===== config.mk =====
export PLATFORM = sky130hd
export DESIGN_NAME = prf_busy_table
export DESIGN_NICKNAME = d
export VERILOG_FILES = /design/src/prf_pkg.sv /design/src/prf_busy_table.sv
export VERILOG_INCLUDE_DIRS = /design/src
export SDC_FILE = /design/constraint.sdc
export NUM_CORES = 1
export LEC_CHECK = 0
export ABC_CLOCK_PERIOD_IN_PS = 2300
export BUFFER_PORTS_ARGS = -buffer_cell sky130_fd_sc_hd__clkbuf_2
export CAP_MARGIN = 20
export CORE_ASPECT_RATIO = 0.8
export CORE_MARGIN = 5
export CORE_UTILIZATION = 32
export DETAILED_ROUTE_END_ITERATION = 16
export HOLD_SLACK_MARGIN = 0.02
export PLACE_DENSITY = 0.54
export SYNTH_ARGS = -nofsm -noshare
export SYNTH_HDL_FRONTEND = slang
export SYNTH_SLANG_ARGS = --single-unit
export TNS_END_PERCENT = 50

===== constraint.sdc =====
create_clock -name clk_i -period 2.3 [get_ports clk_i]
set_input_delay 0.115 -clock clk_i [delete_from_list [all_inputs] [get_ports clk_i]]
set_output_delay 0.115 -clock clk_i [all_outputs]
set_load 0.02 [all_outputs]

===== src/prf_cfg.svh =====
// prf config: sizes shared by the physical register file subsystem
`ifndef PRF_CFG_SVH
`define PRF_CFG_SVH

// ---------------------------------------------------------------------------
// channel widths
// ---------------------------------------------------------------------------

// dispatch, issue and broadcast lanes per cycle
`define PRF_DP_NUM 2

// ---------------------------------------------------------------------------
// register file geometry
// ---------------------------------------------------------------------------

`define PRF_PHY_REG_NUM 64  // physical registers
`define PRF_XLEN 32         // data word width
`define PRF_TAG_W 6         // log2 of PRF_PHY_REG_NUM

// hardwired zero, reads as 0 and ignores writes
`define PRF_ZERO_REG 0

`endif


===== src/prf_pkg.sv =====
// prf package: tag and data word types shared across the subsystem
`include "prf_cfg.svh"

package prf_pkg;

  // -------------------------------------------------------------------------
  // tags
  // -------------------------------------------------------------------------

  // physical register tag, comes ready-made from rename
  typedef logic [`PRF_TAG_W-1:0] preg_t;

  // -------------------------------------------------------------------------
  // data
  // -------------------------------------------------------------------------

  typedef logic [`PRF_XLEN-1:0] xlen_t;  // one register value

endpackage


===== src/prf_busy_table.sv =====
// prf busy table: one ready bit per physical reg with same-cycle wakeup
`include "prf_cfg.svh"

module prf_busy_table (
  input  logic                                clk_i,
  input  logic                                rst_i,
  // dispatch side, marks dest pending
  input  logic           [`PRF_DP_NUM-1:0]    alloc_valid_i,
  input  prf_pkg::preg_t [`PRF_DP_NUM-1:0]    alloc_tag_i,
  // broadcast side, marks dest ready
  input  logic           [`PRF_DP_NUM-1:0]    bc_valid_i,
  input  prf_pkg::preg_t [`PRF_DP_NUM-1:0]    bc_tag_i,
  // issue side lookups
  input  prf_pkg::preg_t [`PRF_DP_NUM-1:0]    chk_tag1_i,
  input  prf_pkg::preg_t [`PRF_DP_NUM-1:0]    chk_tag2_i,
  output logic           [`PRF_DP_NUM-1:0]    chk_rdy1_o,
  output logic           [`PRF_DP_NUM-1:0]    chk_rdy2_o
);

  logic [`PRF_PHY_REG_NUM-1:0] rdy_q;  // 1 = value present

  // ---------------------------------------------------------------------------
  // lookup
  // ---------------------------------------------------------------------------

  // ready if stored, being broadcast now, or the zero reg
  function automatic logic is_ready(input prf_pkg::preg_t tag);
    logic rdy;
    rdy = rdy_q[tag];
    for (int b = 0; b < `PRF_DP_NUM; b++) begin
      rdy = rdy | (bc_valid_i[b] && (bc_tag_i[b] == tag));  // wakeup bypass
    end
    rdy = rdy | (tag == prf_pkg::preg_t'(`PRF_ZERO_REG));
    return rdy;
  endfunction

  always_comb begin
    for (int c = 0; c < `PRF_DP_NUM; c++) begin
      chk_rdy1_o[c] = is_ready(chk_tag1_i[c]);
      chk_rdy2_o[c] = is_ready(chk_tag2_i[c]);
    end
  end

  // ---------------------------------------------------------------------------
  // update
  // ---------------------------------------------------------------------------

  always_ff @(posedge clk_i) begin
    if (rst_i) begin
      rdy_q <= '1;  // nothing in flight out of reset
    end else begin
      for (int c = 0; c < `PRF_DP_NUM; c++) begin
        if (alloc_valid_i[c]) rdy_q[alloc_tag_i[c]] <= 1'b0;  // now pending
      end
      for (int c = 0; c < `PRF_DP_NUM; c++) begin
        if (bc_valid_i[c]) rdy_q[bc_tag_i[c]] <= 1'b1;  // result arrived
      end
    end
  end

  // a tag cannot be handed out by rename while its old value still completes
  for (genvar a = 0; a < `PRF_DP_NUM; a++) begin : g_chk_a
    for (genvar b = 0; b < `PRF_DP_NUM; b++) begin : g_chk_b
      a_alloc_vs_bc : assert property (
        @(posedge clk_i) disable iff (rst_i)
        !(alloc_valid_i[a] && bc_valid_i[b] && (alloc_tag_i[a] == bc_tag_i[b]))
      ) else $error("busy table: alloc %0d and bc %0d hit tag %0d",
                    a, b, alloc_tag_i[a]);
    end
  end

endmodule


==> results.yml <==
clock_tree:
  numCtsBuffers: 9
  clockRootBuffer: "clkbuf_16"
  clk_pin_slew_ps: 60
  cts_tree: "done"
  cts_setup_buffers: 0
  clkLatencyLatePin_ps: 330
  htreeDepth: 3
  clock_path_buffers: 2
  cts.sinks: 64
placed_design:
  place_hpwl_mm: 20.79
  dpl_cell_area_sq_um: 7081
  routabilityCongestion: 0.9481
  numPortBuffers: 57
timing:
  timing.fmax_ghz: 0.4313
  worst_slack_ps: -18.39
  worst_slew_pin_slew_ps: 655.8
  rsz0062_at_grt: "true"
  fin_crit_ps: 2318
  setup_viol: 1
  fin_skew_ps: 0
  slew_violations: 0
  hold_ws_ps: 184.8
  max-slew-margin-rel_pct: 56.19
  min_period_over_period_pct: 100.8
  hold_viol: 0
final_layout:
  ff_latch_area_sq_um: 1349
  drive_above_1_share_pct: 31.16
  reg_top3: "rdy_q (64)"
  nNetsFinal: 816
  largest_reg_flops: 64
  layout-area-overhead-vs-synth_pct: 15.73
  finalInstanceArea_sq_um: 7510
  fillers: 2041
  multi_input_area_sq_um: 4898
  top_register: "rdy_q"
  n_antenna_cell: 0
worst_setup_path:
  cp-end-kind: "output pin"
  path_class: "register to output pin"
  cp-start-kind: "register"
  crit_required_ps: 2180
  r2r_start: "rdy_q[1]"
  reg2reg_depth: 3
  rrSetupSlack_ps: 1240
  cp.arrival_ps: 2200
  cp_max_fo: 5
  r2r_end: "rdy_q[1]"
worst_hold_path:
  whs_endpoint: "rdy_q[7]"
  hold_depth: 3
  hp-class: "input pin to register"
  hp-start: "alloc_tag_i[2]"
drt:
  wirelength_mm: 26.64
  highest_layer: "met4"
  wire_per_inst_microns: 25.84
  wl_met3_mm: 3.238
  vias: 6746
  met2_length_mm: 10.94
  viasPerCell: 6.543
  dr.first_iter.drc_count: 737
  drcViolationCount: 0
  dr.pass1.iters: 7
  m1WireLength_mm: 12.07
  ant_nets: 0
global_route:
  track_usage_pct: 22.57
  grt_max_degree: 26
  grt_pass1_wl_mm: 39.96
  grt-ovfl-total: 0
  first_global_vias: 6288
  antenna_found_initial: 0
power:
  vdd_drop_max_mv: 0.3239
  p_leak_nw: 2.327
  p_per_area_nw_per_um2: 458.8
yosys:
  ys_warn_count: 0
  avgSynthCellArea_sq_um: 8.962
  post-synth-top-area-cell: "mux4_2"
  async_flop_share_pct: 0
  syn_inst: 724
  synth_ff_type: "dfxtp_1"
  ys_types: 51
  synth_top_area_share_pct: 21.52
  synth_edf_count: 0
  syn_nets: 778
  synth_area_sq_um: 6489
  ys_seq_area_share_pct: 19.75
  synth_area_leaders: "mux4_2 (22%), dfxtp_1 (20%), nand2_1 (5.4%)"
  ys_ff_latch: 64
floorplan:
  core_area_sq_um: 19860
  io_pins: 58
  dieHeight_microns: 137.4
  die_area_sq_um: 23240
  fp.dieW_microns: 169.2
  initial_utilization_pct: 32.68
  num_rows: 46
run_status:
  violations: "setup timing"
  status: "finished, violations left"
job:
  max_cap_violations: 0
## routing by layer
layer | vias to the layer above | GRT usage, %
met2 | 476 | 32.85
met1 | 3296 | 34.93
li1 | 2939 | -
met4 | 0 | 4.604
met5 | - | 0
met3 | 35 | 3.873
## Yosys cell counts (3+ instances only)
master and n:
o22ai_1 31, nand2b_1 3, inv_1 4, nor3b_1 15
a32o_1 4, mux4_1 7, and2_1 7, nand4_1 14
mux4_2 62, nor4_1 10, nor2b_1 11, xnor2_1 24
a22oi_1 3, clkbuf_1 40, a221oi_1 21, or4_1 7
nand3_1 17, nor2_1 52, buf_1 10, o21ai_0 23
xor2_1 24, and3b_1 8, a21o_1 4, mux2_2 5
or3_1 13, nor3_1 10, nand3b_1 18, or3b_2 8
nor4b_1 3, nand2_1 93, o211ai_1 15, dfxtp_1 64
buf_2 8, a21oi_1 19, o221ai_1 29, mux2i_1 13
buf_6 5
## repair_timing
| item | 4_1_cts | 5_1_grt |
|---|---|---|
| pin swaps | 1 | 2 |
| hold buffers | 0 | 0 |
| setup endpoints to repair | 2 | 3 |
| gates resized for setup | 34 | 33 |
## power by group
group          total [mW]  internal, mW  switching, mW
sequential           1.15          1.12         0.0325
clock                1.52         0.961          0.562
combinational       0.769         0.297          0.471
## cells in the final DEF, fill, tap and decap left out, types with 13 or more instances in the layout
| master | count |
|---|---|
| a221oi_1 | 21 |
| mux4_2 | 65 |
| dfxtp_2 | 39 |
| dfxtp_1 | 20 |
| nor3b_1 | 15 |
| nand3b_1 | 18 |
| o22ai_1 | 31 |
| clkbuf_2 | 54 |
| nor2_1 | 52 |
| xor2_1 | 24 |
| nand2_1 | 93 |
| nand3_1 | 16 |
| o21ai_0 | 22 |
| or3_1 | 13 |
| o211ai_1 | 15 |
| buf_4 | 36 |
| xnor2_1 | 24 |
| o221ai_1 | 29 |
| a21oi_1 | 18 |
| nand4_1 | 14 |
## worst max-delay path by stage
stage                              from  slack (ps)  cells past startpoint            end
after global placement    chk_tag1_i[6]         160                      7  chk_rdy1_o[1]
final                         rdy_q[19]         -20                      5  chk_rdy2_o[0]
after detailed placement  chk_tag1_i[6]         160                      7  chk_rdy1_o[1]
after floorplan           chk_tag1_i[6]         510                      6  chk_rdy1_o[1]
after global routing          rdy_q[19]         -60                      5  chk_rdy2_o[0]
after CTS                      rdy_q[5]          -2                      5  chk_rdy2_o[0]
## final cells by class
cell class / instances / area share, %
well taps: 264 / 4.399
clock inverters: 7 / 1.333
multi-input cells: 590 / 65.23
repair buffers: 93 / 7.881
flip-flops and latches: 64 / 17.96
inverters: 4 / 0.1999
clock buffers: 9 / 2.999
## through the flow
step	instances	utilization [%]	worst slack, ps	setup TNS [ps]	power, mW
floorplan	724	-	506.6	0	1.661
global placement	1015	35.66	162.2	0	1.921
detailed placement	1015	35.66	157.5	0	1.920
CTS	1031	37.50	-1.577	-1.577	3.427
global route	1031	37.82	-60.71	-99.82	3.545
finish	1031	37.82	-18.39	-18.39	3.445
## worst max-delay path: stages, from the launching register on
cell and delay, ps:
dfxtp_2 370, mux4_1 500, mux4_2 470, mux2i_1 160, o211ai_1 170, buf_4 200
## cells by family after synthesis
group                  Yosys count  share of synthesized area [%]
buffers and inverters           70                          5.148
flip-flops                      64                          19.75
AND/OR/NAND/NOR                295                          23.89
multiplexers                    87                          27.23
XOR/XNOR                        48                          6.479
AO/OA/AOI/OAI                  160                          17.51
(Power assumes the default switching activity.)
