<file path="config.mk">
export PLATFORM = sky130hd
export DESIGN_NAME = operand_read
export DESIGN_NICKNAME = d
export VERILOG_FILES = /design/src/prf_pkg.sv /design/src/operand_read.sv
export VERILOG_INCLUDE_DIRS = /design/src
export SDC_FILE = /design/constraint.sdc
export NUM_CORES = 1
export LEC_CHECK = 0
export BUFFER_PORTS_ARGS = -buffer_cell sky130_fd_sc_hd__buf_2
export CAP_MARGIN = 20
export CORE_AREA = 3 3 131 133
export CTS_CLUSTER_SIZE = 10
export DETAILED_ROUTE_END_ITERATION = 10
export DIE_AREA = 0 0 134 136
export SKIP_LAST_GASP = 1
export SLEW_MARGIN = 15
export SYNTH_ARGS = -nofsm -noshare
export SYNTH_HDL_FRONTEND = slang
export SYNTH_SLANG_ARGS = --single-unit
export TNS_END_PERCENT = 20
</file>
<file path="constraint.sdc">
create_clock -name clk_i -period 0.8 [get_ports clk_i]
set_clock_uncertainty 0.1 [all_clocks]
set_input_delay 0.16 -clock clk_i [delete_from_list [all_inputs] [get_ports clk_i]]
set_output_delay 0.16 -clock clk_i [all_outputs]
set_load 0.005 [all_outputs]
</file>
<file path="src/prf_cfg.svh">
// prf config: sizes shared by the physical register file subsystem
`ifndef PRF_CFG_SVH
`define PRF_CFG_SVH

// ---------------------------------------------------------------------------
// channel widths
// ---------------------------------------------------------------------------

// dispatch, issue and broadcast lanes per cycle
`define PRF_DP_NUM 2

// ---------------------------------------------------------------------------
// register file geometry
// ---------------------------------------------------------------------------

`define PRF_PHY_REG_NUM 64  // physical registers
`define PRF_XLEN 32         // data word width
`define PRF_TAG_W 6         // log2 of PRF_PHY_REG_NUM

// hardwired zero, reads as 0 and ignores writes
`define PRF_ZERO_REG 0

`endif

</file>
<file path="src/prf_pkg.sv">
// prf package: tag and data word types shared across the subsystem
`include "prf_cfg.svh"

package prf_pkg;

  // -------------------------------------------------------------------------
  // tags
  // -------------------------------------------------------------------------

  // physical register tag, comes ready-made from rename
  typedef logic [`PRF_TAG_W-1:0] preg_t;

  // -------------------------------------------------------------------------
  // data
  // -------------------------------------------------------------------------

  typedef logic [`PRF_XLEN-1:0] xlen_t;  // one register value

endpackage

</file>
<file path="src/operand_read.sv">
// operand read: issue-side stage that fetches and registers source operands
`include "prf_cfg.svh"

module operand_read (
  input  logic                                clk_i,
  input  logic                                rst_i,
  // issue group
  input  logic           [`PRF_DP_NUM-1:0]    iss_valid_i,
  input  prf_pkg::preg_t [`PRF_DP_NUM-1:0]    iss_src1_i,
  input  prf_pkg::preg_t [`PRF_DP_NUM-1:0]    iss_src2_i,
  // register file lookup
  output prf_pkg::preg_t [`PRF_DP_NUM-1:0]    rd_addr1_o,
  output prf_pkg::preg_t [`PRF_DP_NUM-1:0]    rd_addr2_o,
  input  prf_pkg::xlen_t [`PRF_DP_NUM-1:0]    rd_data1_i,
  input  prf_pkg::xlen_t [`PRF_DP_NUM-1:0]    rd_data2_i,
  // busy table lookup
  output prf_pkg::preg_t [`PRF_DP_NUM-1:0]    chk_tag1_o,
  output prf_pkg::preg_t [`PRF_DP_NUM-1:0]    chk_tag2_o,
  input  logic           [`PRF_DP_NUM-1:0]    chk_rdy1_i,
  input  logic           [`PRF_DP_NUM-1:0]    chk_rdy2_i,
  // operands out one cycle after issue
  output logic           [`PRF_DP_NUM-1:0]    opnd_valid_o,
  output prf_pkg::xlen_t [`PRF_DP_NUM-1:0]    opnd1_o,
  output prf_pkg::xlen_t [`PRF_DP_NUM-1:0]    opnd2_o,
  output logic           [`PRF_DP_NUM-1:0]    opnd1_rdy_o,
  output logic           [`PRF_DP_NUM-1:0]    opnd2_rdy_o
);

  // ---------------------------------------------------------------------------
  // lookup routing
  // ---------------------------------------------------------------------------

  // same source tags index both the data array and the ready bits
  assign rd_addr1_o = iss_src1_i;
  assign rd_addr2_o = iss_src2_i;
  assign chk_tag1_o = iss_src1_i;
  assign chk_tag2_o = iss_src2_i;

  // ---------------------------------------------------------------------------
  // output register
  // ---------------------------------------------------------------------------

  always_ff @(posedge clk_i) begin
    if (rst_i) begin
      opnd_valid_o <= '0;
      opnd1_o      <= '0;
      opnd2_o      <= '0;
      opnd1_rdy_o  <= '0;
      opnd2_rdy_o  <= '0;
    end else begin
      for (int c = 0; c < `PRF_DP_NUM; c++) begin
        opnd_valid_o[c] <= iss_valid_i[c];
        if (iss_valid_i[c]) begin
          opnd1_o[c]     <= rd_data1_i[c];  // already bypassed in prf
          opnd2_o[c]     <= rd_data2_i[c];
          opnd1_rdy_o[c] <= chk_rdy1_i[c];
          opnd2_rdy_o[c] <= chk_rdy2_i[c];
        end else begin
          // idle lane shows all zeros
          opnd1_o[c]     <= '0;
          opnd2_o[c]     <= '0;
          opnd1_rdy_o[c] <= 1'b0;
          opnd2_rdy_o[c] <= 1'b0;
        end
      end
    end
  end

  // ---------------------------------------------------------------------------
  // checks
  // ---------------------------------------------------------------------------

  // zero tag must come back as a ready zero from both lookups
  for (genvar c = 0; c < `PRF_DP_NUM; c++) begin : g_zero
    a_zero_src : assert property (
      @(posedge clk_i) disable iff (rst_i)
      iss_valid_i[c] |->
        ((iss_src1_i[c] != prf_pkg::preg_t'(`PRF_ZERO_REG)) ||
         ((rd_data1_i[c] == '0) && chk_rdy1_i[c])) &&
        ((iss_src2_i[c] != prf_pkg::preg_t'(`PRF_ZERO_REG)) ||
         ((rd_data2_i[c] == '0) && chk_rdy2_i[c]))
    ) else $error("operand read: lane %0d got a nonzero or busy zero reg", c);
  end

endmodule

</file>
==> flow_summary.html, run 1 <==
<table>
<tr><th>Metric</th><th>Value</th></tr>
<tr><th colspan="2">Global routing</th></tr>
<tr><td>Antenna violations before repair</td><td>0</td></tr>
<tr><td>Number of global-route vias before repair</td><td>4078</td></tr>
<tr><td>First-pass GRT wire length</td><td>21200 um</td></tr>
<tr><td>Total congestion overflow</td><td>0</td></tr>
<tr><td>Maximum number of pins on one net before global-route repair</td><td>78</td></tr>
<tr><td>Global-route usage over all layers</td><td>15.0%</td></tr>
<tr><th colspan="2">Worst setup path</th></tr>
<tr><td>Kind of end point of the critical path</td><td>primary output</td></tr>
<tr><td>Library cell contributing the largest single delay on the critical path</td><td>sky130_fd_sc_hd__dfxtp_2</td></tr>
<tr><td>Delay of the slowest cell on the worst path</td><td>320 ps</td></tr>
<tr><td>CP bufs+invs</td><td>1</td></tr>
<tr><td>Kind of start point of the critical path</td><td>flip-flop</td></tr>
<tr><td>Class of the most critical setup path</td><td>flip-flop to primary output</td></tr>
<tr><td>Critical path fanouts, max</td><td>1</td></tr>
<tr><td>CP top delay family</td><td>flip-flops</td></tr>
<tr><td>Required @ worst endpoint</td><td>540 ps</td></tr>
<tr><td>Arrival time reported for the critical path endpoint</td><td>850 ps</td></tr>
<tr><td>Crit path cell chain</td><td>buf_2</td></tr>
<tr><th colspan="2">Clocking</th></tr>
<tr><td>Maximum count of clock buffers along a single path</td><td>2</td></tr>
<tr><td>Depth of the CTS H-tree</td><td>4</td></tr>
<tr><td>Clock tree root driver cell</td><td>sky130_fd_sc_hd__clkbuf_16</td></tr>
<tr><td>Post-CTS setup buffer count</td><td>0</td></tr>
<tr><td>Clock buffers created by TritonCTS</td><td>17</td></tr>
<tr><td>TritonCTS clock tree</td><td>built</td></tr>
<tr><td>Number of clock sinks</td><td>134</td></tr>
<tr><td>Clock-pin slew on the worst setup and hold paths</td><td>60 ps</td></tr>
<tr><th colspan="2">Yosys</th></tr>
<tr><td>Seq/Total Area, Yosys</td><td>61.1%</td></tr>
<tr><td>Synth top area share</td><td>61.1%</td></tr>
<tr><td>Avg Cell Area, Syn</td><td>12.8 um^2</td></tr>
<tr><td>Count of state elements after synthesis</td><td>134</td></tr>
<tr><td>Number of distinct library cell variants in the gate-level netlist after synthesis</td><td>7</td></tr>
<tr><td>Dominant cell type by area after synthesis</td><td>sky130_fd_sc_hd__dfxtp_1</td></tr>
<tr><td>Number of nets in the synthesized netlist</td><td>504</td></tr>
<tr><td>Cell Area, Synth</td><td>4390 um^2</td></tr>
<tr><td>Number of cells produced by synthesis</td><td>344</td></tr>
<tr><td>Synth Warn #</td><td>0</td></tr>
<tr><td>Largest cells by area after synthesis</td><td>sky130_fd_sc_hd__dfxtp_1 61%, sky130_fd_sc_hd__and3b_1 26%, sky130_fd_sc_hd__buf_4 8.2%, sky130_fd_sc_hd__buf_6 1.8%, sky130_fd_sc_hd__buf_2 1.7%</td></tr>
<tr><th colspan="2">Run</th></tr>
<tr><td>Max-cap violations</td><td>0</td></tr>
<tr><th colspan="2">Die</th></tr>
<tr><td>Horiz. Die Dim</td><td>134 um</td></tr>
<tr><td>Placement Rows</td><td>46</td></tr>
<tr><td>Die Ht</td><td>136 um</td></tr>
<tr><td>Placeable Area</td><td>15900 um^2</td></tr>
<tr><td>Top-level I/O count</td><td>342</td></tr>
<tr><td>Floorplan die area</td><td>18200 um^2</td></tr>
<tr><td>Initial Util</td><td>27.5%</td></tr>
<tr><th colspan="2">Timing</th></tr>
<tr><td>Transition time at the pin with the least slew margin</td><td>242 ps</td></tr>
<tr><td>Hold Fails Final Rpt</td><td>0</td></tr>
<tr><td>Worst relative slew slack</td><td>83.9%</td></tr>
<tr><td>Minimum period implied by the final worst setup slack</td><td>1110 ps</td></tr>
<tr><td>Smallest setup slack after layout</td><td>-307 ps</td></tr>
<tr><td>Portion of the clock cycle consumed by the worst path in the final layout</td><td>138%</td></tr>
<tr><td>Number of failing setup endpoints in the final timing report</td><td>137</td></tr>
<tr><td>Unrepaired setup endpoints after global routing</td><td>true</td></tr>
<tr><td>Max Fclk</td><td>904 MHz</td></tr>
<tr><td>Fin. max-slew vios</td><td>0</td></tr>
<tr><th colspan="2">Hold path</th></tr>
<tr><td>Path class of the lowest-slack min-delay path</td><td>input pin to flip-flop</td></tr>
<tr><td>Worst hold path stage count</td><td>3</td></tr>
<tr><td>Launch point of the worst hold path</td><td>rst_i</td></tr>
<tr><td>Endpoint of the worst hold-timing path</td><td>opnd_valid_o[0]</td></tr>
<tr><th colspan="2">Power</th></tr>
<tr><td>Maximum vdd ir drop</td><td>1410 uV</td></tr>
<tr><td>Power density cells</td><td>2210 nW/um^2</td></tr>
<tr><td>Leakage</td><td>4.21 nW</td></tr>
<tr><th colspan="2">Drt</th></tr>
<tr><td>Detailed-route wire length per cell</td><td>15.3 um</td></tr>
<tr><td>First-pass iteration count of the detailed router</td><td>4</td></tr>
<tr><td>Number of DRC violations after detailed routing</td><td>0</td></tr>
<tr><td>Total met3 wirelength after detailed routing</td><td>894 um</td></tr>
<tr><td>Post-Route M1 WL</td><td>5130 um</td></tr>
<tr><td>Met2 wire length</td><td>7530 um</td></tr>
<tr><td>Remaining antenna violation count</td><td>0</td></tr>
<tr><td>Via total after detailed routing</td><td>3731</td></tr>
<tr><td>Violation count after the first detailed-routing iteration</td><td>71</td></tr>
<tr><td>Top routing layer used</td><td>met4</td></tr>
<tr><td>Aggregate routed wire length</td><td>14100 um</td></tr>
<tr><td>Via/cell ratio</td><td>4.04</td></tr>
<tr><th colspan="2">Placed design</th></tr>
<tr><td>PortBufs</td><td>269</td></tr>
<tr><td>Estimated wirelength of the detail-placed design</td><td>9040 um</td></tr>
<tr><td>Instance area after placement</td><td>5590 um^2</td></tr>
<tr><td>Gpl congestion</td><td>0.687</td></tr>
<tr><th colspan="2">Outcome</th></tr>
<tr><td>Violated checks</td><td>negative setup slack</td></tr>
<tr><td>Result of the run</td><td>complete, but fails checks</td></tr>
<tr><th colspan="2">Cells and area</th></tr>
<tr><td>Count of inserted antenna diode cells</td><td>0</td></tr>
<tr><td>Commonest non-fill, non-tap cell in the layout</td><td>sky130_fd_sc_hd__buf_2</td></tr>
<tr><td>Top library cells by usage in the layout, fill and taps aside</td><td>244 x sky130_fd_sc_hd__buf_2, 132 x sky130_fd_sc_hd__and3b_1, 132 x sky130_fd_sc_hd__dlygate4sd3_1, 99 x sky130_fd_sc_hd__dfxtp_1, 35 x sky130_fd_sc_hd__dfxtp_2</td></tr>
<tr><td>Post-route design area</td><td>7740 um^2</td></tr>
<tr><td>Number of nets in the finished design</td><td>855</td></tr>
<tr><td>Final standard cell utilization of the core</td><td>48.5%</td></tr>
<tr><td>Share of post-route cells with drive strength above 1</td><td>48.3%</td></tr>
<tr><td>Area added between synthesis and finish</td><td>76.3%</td></tr>
</table>
## how the worst max path moves through the flow
| stage | startpoint | end | depth (start not counted) |
|---|---|---|---|
| after floorplan | iss_valid_i[1] | opnd1_o[32] | 3 |
| after global placement | rst_i | opnd1_o[50] | 3 |
| after detailed placement | rst_i | opnd2_o[33] | 3 |
| after CTS | opnd1_o[31] | opnd1_o[31] | 1 |
| after global routing | opnd1_o[31] | opnd1_o[31] | 1 |
| final | opnd2_o[36] | opnd2_o[36] | 1 |
## registers in the layout, summed over array words and instances (netlist names)
name          cells
opnd2_o          64
opnd1_rdy_o       2
opnd2_rdy_o       2
opnd_valid_o      2
opnd1_o          64
## through the flow
step / setup WS, ps / total power, mW / hold slack (ps) / std cells / setup TNS (ps)
after CTS: -330 / 17.2 / 63.0 / 924 / -41030
final: -307 / 17.1 / 77.1 / 924 / -37900
after floorplan: -15.8 / 7.78 / 216 / 344 / -490
after global placement: -142 / 8.24 / 220 / 760 / -15780
after global routing: -346 / 17.8 / 76.1 / 924 / -43690
after detailed placement: -179 / 8.27 / 220 / 760 / -18740
## routing by layer
| layer | vias up | track usage [%] |
|---|---|---|
| met1 | 1712 | 14.8 |
| met3 | 55 | 5.14 |
| met4 | 0 | 8.57 |
| li1 | 1812 | - |
| met5 | - | 0 |
| met2 | 152 | 27.3 |
## report_power, final
part           switching (mW)  internal [mW]
Combinational           0.558           1.12
Clock                    3.03           5.35
Sequential             0.0785           6.96
Total                    3.67           13.4
## what timing repair did
item / CTS / global route
hold buffers: 132 / 0
resized for setup: 20 / 39
gates cloned: 0 / 0
hold endpoints to repair: 132 / 0
setup endpoints to repair: 134 / 137
## cell usage after synthesis
master,n
sky130_fd_sc_hd__dfxtp_1,134
sky130_fd_sc_hd__and3b_1,132
sky130_fd_sc_hd__buf_4,48
sky130_fd_sc_hd__buf_2,15
sky130_fd_sc_hd__buf_6,7
sky130_fd_sc_hd__clkbuf_1,6
sky130_fd_sc_hd__nor2b_1,2
## final cells by class
cell class                      count  area [um^2]
Fill cell                        1417         8210
Tap cell                          216          270
Multi-Input combinational cell    134         1170
Timing Repair Buffer              408         2940
Sequential cell                   134         2730
Clock inverter                     13          193
Clock buffer                       19          443
## cell families (layout without fill, tap and decap cells)
kind of cell           Yosys count  after routing  synth area share [%]
buffers and inverters           76            440                  12.2
DFF                            134            134                  61.1
and+or+nand+nor                134            134                  26.6
No activity file was read; power rests on OpenSTA's default activity.
==> inputs of run 2 (changes only) <==
--- a/config.mk
+++ b/config.mk
@@ -9,6 +9,7 @@
 export BUFFER_PORTS_ARGS = -buffer_cell sky130_fd_sc_hd__buf_2
 export CAP_MARGIN = 20
 export CORE_AREA = 3 3 131 133
+export CTS_BUF_LIST = sky130_fd_sc_hd__clkbuf_2
 export CTS_CLUSTER_SIZE = 10
 export DETAILED_ROUTE_END_ITERATION = 10
 export DIE_AREA = 0 0 134 136
==> flow_summary.html, run 2 (same netlist as run 1, synthesis figures left out) <==
<table>
<tr><th>Metric</th><th>Value</th></tr>
<tr><th colspan="2">Cells and area</th></tr>
<tr><td>Post-route design area</td><td>7390 um^2 (-4.5%)</td></tr>
<tr><td>Area added between synthesis and finish</td><td>68.4%</td></tr>
<tr><td>Number of nets in the finished design</td><td>858 (+0.35%)</td></tr>
<tr><td>Registers with the highest flip-flop counts</td><td>opnd1_o x64, opnd2_o x64</td></tr>
<tr><td>Top library cells by usage in the layout, fill and taps aside</td><td>248 x sky130_fd_sc_hd__buf_2, 135 x sky130_fd_sc_hd__dlygate4sd3_1, 132 x sky130_fd_sc_hd__and3b_1, 104 x sky130_fd_sc_hd__dfxtp_1, 30 x sky130_fd_sc_hd__dfxtp_2</td></tr>
<tr><td>Commonest non-fill, non-tap cell in the layout</td><td>sky130_fd_sc_hd__buf_2</td></tr>
<tr><td>Share of post-route cells with drive strength above 1</td><td>47.4% (-0.91 points)</td></tr>
<tr><th colspan="2">Power</th></tr>
<tr><td>Design Power</td><td>13.4 mW (-21%)</td></tr>
<tr><td>Maximum vdd ir drop</td><td>880 uV (-38%)</td></tr>
<tr><td>Comb pwr share</td><td>12.5% (+2.7 points)</td></tr>
<tr><td>Psw</td><td>3.25 mW (-11%)</td></tr>
<tr><td>Internal Pwr Total</td><td>10.2 mW (-24%)</td></tr>
<tr><td>Leakage</td><td>4.08 nW (-3.2%)</td></tr>
<tr><td>Power density cells</td><td>1820 nW/um^2 (-18%)</td></tr>
<tr><td>Fraction of power consumed by sequential logic</td><td>52.4% (+11 points)</td></tr>
<tr><td>Clock power share</td><td>35.1% (-14 points)</td></tr>
<tr><td>Share of total power consumed by net switching</td><td>24.2% (+2.8 points)</td></tr>
<tr><th colspan="2">Clocking</th></tr>
<tr><td>Clock buffers created by TritonCTS</td><td>17 (unchanged)</td></tr>
<tr><td>Number of clock sinks</td><td>134 (unchanged)</td></tr>
<tr><td>Clock tree root driver cell</td><td>sky130_fd_sc_hd__clkbuf_2</td></tr>
<tr><td>Depth of the CTS H-tree</td><td>4 (unchanged)</td></tr>
<tr><td>Maximum count of clock buffers along a single path</td><td>2 (unchanged)</td></tr>
<tr><td>Clock-pin slew on the worst setup and hold paths</td><td>220 ps (+160 ps)</td></tr>
<tr><td>TritonCTS clock tree</td><td>built</td></tr>
<tr><th colspan="2">Die</th></tr>
<tr><td>Horiz. Die Dim</td><td>134 um (unchanged)</td></tr>
<tr><td>Top-level I/O count</td><td>342 (unchanged)</td></tr>
<tr><td>Die Ht</td><td>136 um (unchanged)</td></tr>
<tr><td>Placement Rows</td><td>46 (unchanged)</td></tr>
<tr><td>Placeable Area</td><td>15900 um^2 (unchanged)</td></tr>
<tr><td>Floorplan die area</td><td>18200 um^2 (unchanged)</td></tr>
<tr><td>Initial Util</td><td>27.5% (unchanged)</td></tr>
<tr><th colspan="2">Worst setup path</th></tr>
<tr><td>Class of the most critical setup path</td><td>flip-flop to primary output</td></tr>
<tr><td>Library cell contributing the largest single delay on the critical path</td><td>sky130_fd_sc_hd__dfxtp_2</td></tr>
<tr><td>Required @ worst endpoint</td><td>540 ps (about the same)</td></tr>
<tr><td>Crit path cell chain</td><td>buf_2</td></tr>
<tr><td>CP bufs+invs</td><td>1 (unchanged)</td></tr>
<tr><td>Arrival time reported for the critical path endpoint</td><td>1150 ps (+300 ps)</td></tr>
<tr><td>Kind of start point of the critical path</td><td>flip-flop</td></tr>
<tr><td>CP top delay family</td><td>flip-flops</td></tr>
<tr><td>Kind of end point of the critical path</td><td>primary output</td></tr>
<tr><td>Critical path fanouts, max</td><td>1 (unchanged)</td></tr>
<tr><td>Delay of the slowest cell on the worst path</td><td>370 ps (+50 ps)</td></tr>
<tr><th colspan="2">Global routing</th></tr>
<tr><td>Number of global-route vias before repair</td><td>4106 (+0.69%)</td></tr>
<tr><td>First-pass GRT wire length</td><td>21300 um (+0.36%)</td></tr>
<tr><td>Maximum number of pins on one net before global-route repair</td><td>78 (unchanged)</td></tr>
<tr><td>Global-route usage over all layers</td><td>15.1% (+0.12 points)</td></tr>
<tr><td>Total congestion overflow</td><td>0 (unchanged)</td></tr>
<tr><td>Antenna violations before repair</td><td>1 (+1)</td></tr>
<tr><th colspan="2">Hold path</th></tr>
<tr><td>Path class of the lowest-slack min-delay path</td><td>input pin to flip-flop</td></tr>
<tr><th colspan="2">Timing</th></tr>
<tr><td>Max Fclk</td><td>708 MHz (-22%)</td></tr>
<tr><td>Smallest setup slack after layout</td><td>-613 ps (-306 ps)</td></tr>
<tr><td>Hold Fails Final Rpt</td><td>0 (unchanged)</td></tr>
<tr><td>Worst relative slew slack</td><td>72.6% (-11 points)</td></tr>
<tr><td>Portion of the clock cycle consumed by the worst path in the final layout</td><td>177% (+38 points)</td></tr>
<tr><td>Number of failing setup endpoints in the final timing report</td><td>191 (+39%)</td></tr>
<tr><td>Fin. max-slew vios</td><td>0 (unchanged)</td></tr>
<tr><td>Unrepaired setup endpoints after global routing</td><td>true</td></tr>
<tr><td>Minimum period implied by the final worst setup slack</td><td>1410 ps (+306 ps)</td></tr>
<tr><td>Transition time at the pin with the least slew margin</td><td>411 ps (+169 ps)</td></tr>
<tr><th colspan="2">Drt</th></tr>
<tr><td>First-pass iteration count of the detailed router</td><td>3 (-1)</td></tr>
<tr><td>Remaining antenna violation count</td><td>0 (unchanged)</td></tr>
<tr><td>Detailed-route wire length per cell</td><td>15.2 um (-0.71%)</td></tr>
<tr><td>Aggregate routed wire length</td><td>14100 um (-0.28%)</td></tr>
<tr><td>Number of DRC violations after detailed routing</td><td>0 (unchanged)</td></tr>
<tr><td>Via total after detailed routing</td><td>3781 (+1.3%)</td></tr>
<tr><td>Via/cell ratio</td><td>4.07 (+0.90%)</td></tr>
<tr><td>Violation count after the first detailed-routing iteration</td><td>81 (+14%)</td></tr>
<tr><th colspan="2">Placed design</th></tr>
<tr><td>DP Worst Slack</td><td>-179 ps (unchanged)</td></tr>
<tr><td>PortBufs</td><td>269 (unchanged)</td></tr>
<tr><td>Estimated wirelength of the detail-placed design</td><td>9040 um (unchanged)</td></tr>
<tr><td>Instance area after placement</td><td>5590 um^2 (unchanged)</td></tr>
<tr><td>Gpl congestion</td><td>0.687 (unchanged)</td></tr>
<tr><th colspan="2">Outcome</th></tr>
<tr><td>Result of the run</td><td>complete, but fails checks</td></tr>
<tr><td>Violated checks</td><td>negative setup slack</td></tr>
<tr><th colspan="2">Run</th></tr>
<tr><td>Max-cap violations</td><td>0 (unchanged)</td></tr>
</table>
-- run 2: cell count changes in the layout (fill, tap and decap cells not counted), sizes merged --
cell         delta
diode           +1
clkbuf          -1
dlygate4sd3     +3
clkinv          +1
-- run 2: repair_timing --
action | 4_1_cts | 5_1_grt
setup endpoints to repair | 134 | 134
resized for setup | 14 | 36
endpoints found under the hold margin | 134 | 0
hold buffers | 135 | 0
buffers inserted | 0 | 0
-- run 2: power by group through the flow --
| stage | clock, mW | combinational [mW] | sequential, mW |
|---|---|---|---|
| after floorplan | 0 | 0.584 | 7.20 |
| after global placement | 0 | 1.08 | 7.15 |
| after detailed placement | 0 | 1.11 | 7.16 |
| after CTS | 4.95 | 1.65 | 7.03 |
| after global routing | 5.28 | 1.83 | 7.07 |
| final | 4.71 | 1.69 | 7.04 |
-- run 2: per-stage QoR --
step           hold WS (ps)  cells  TNS (ps)  utilization (%)
5_1_grt                17.2    928   -100330             46.3
3_5_place_dp            220    760    -18740             35.0
3_3_place_gp            220    760    -15780             35.0
2_1_floorplan           216    344      -490                -
4_1_cts                32.8    927    -92920             45.5
6_report                145    928    -77980             46.3
-- run 2: worst paths after layout --
path	from	to	cells past startpoint
setup / recovery	opnd2_o[9]	opnd2_o[9]	1
hold / removal	rd_data1_i[44]	opnd1_o[44]	3
-- run 2: final cells by class --
cell class / count / area [um^2]
multi-input combinational: 134 / 1170
fill: 1456 / 8550
clock inverter: 14 / 196
antenna: 1 / 2.50
timing repair buffer: 411 / 2940
sequential: 134 / 2720
clock buffer: 18 / 90.1
tap: 216 / 270
-- run 2: metal layers --
| layer | GRT usage (%) | part of all wire [%] | up-vias | wire length (um) |
|---|---|---|---|---|
| li1 | - | - | 1818 | - |
| met1 | 14.7 | 35 | 1738 | 4950 |
| met2 | 27.3 | 54 | 167 | 7540 |
| met3 | 5.33 | 7.1 | 58 | 1010 |
| met4 | 9.26 | 4.1 | 0 | 580 |
| met5 | 0 | 0 | - | 0 |
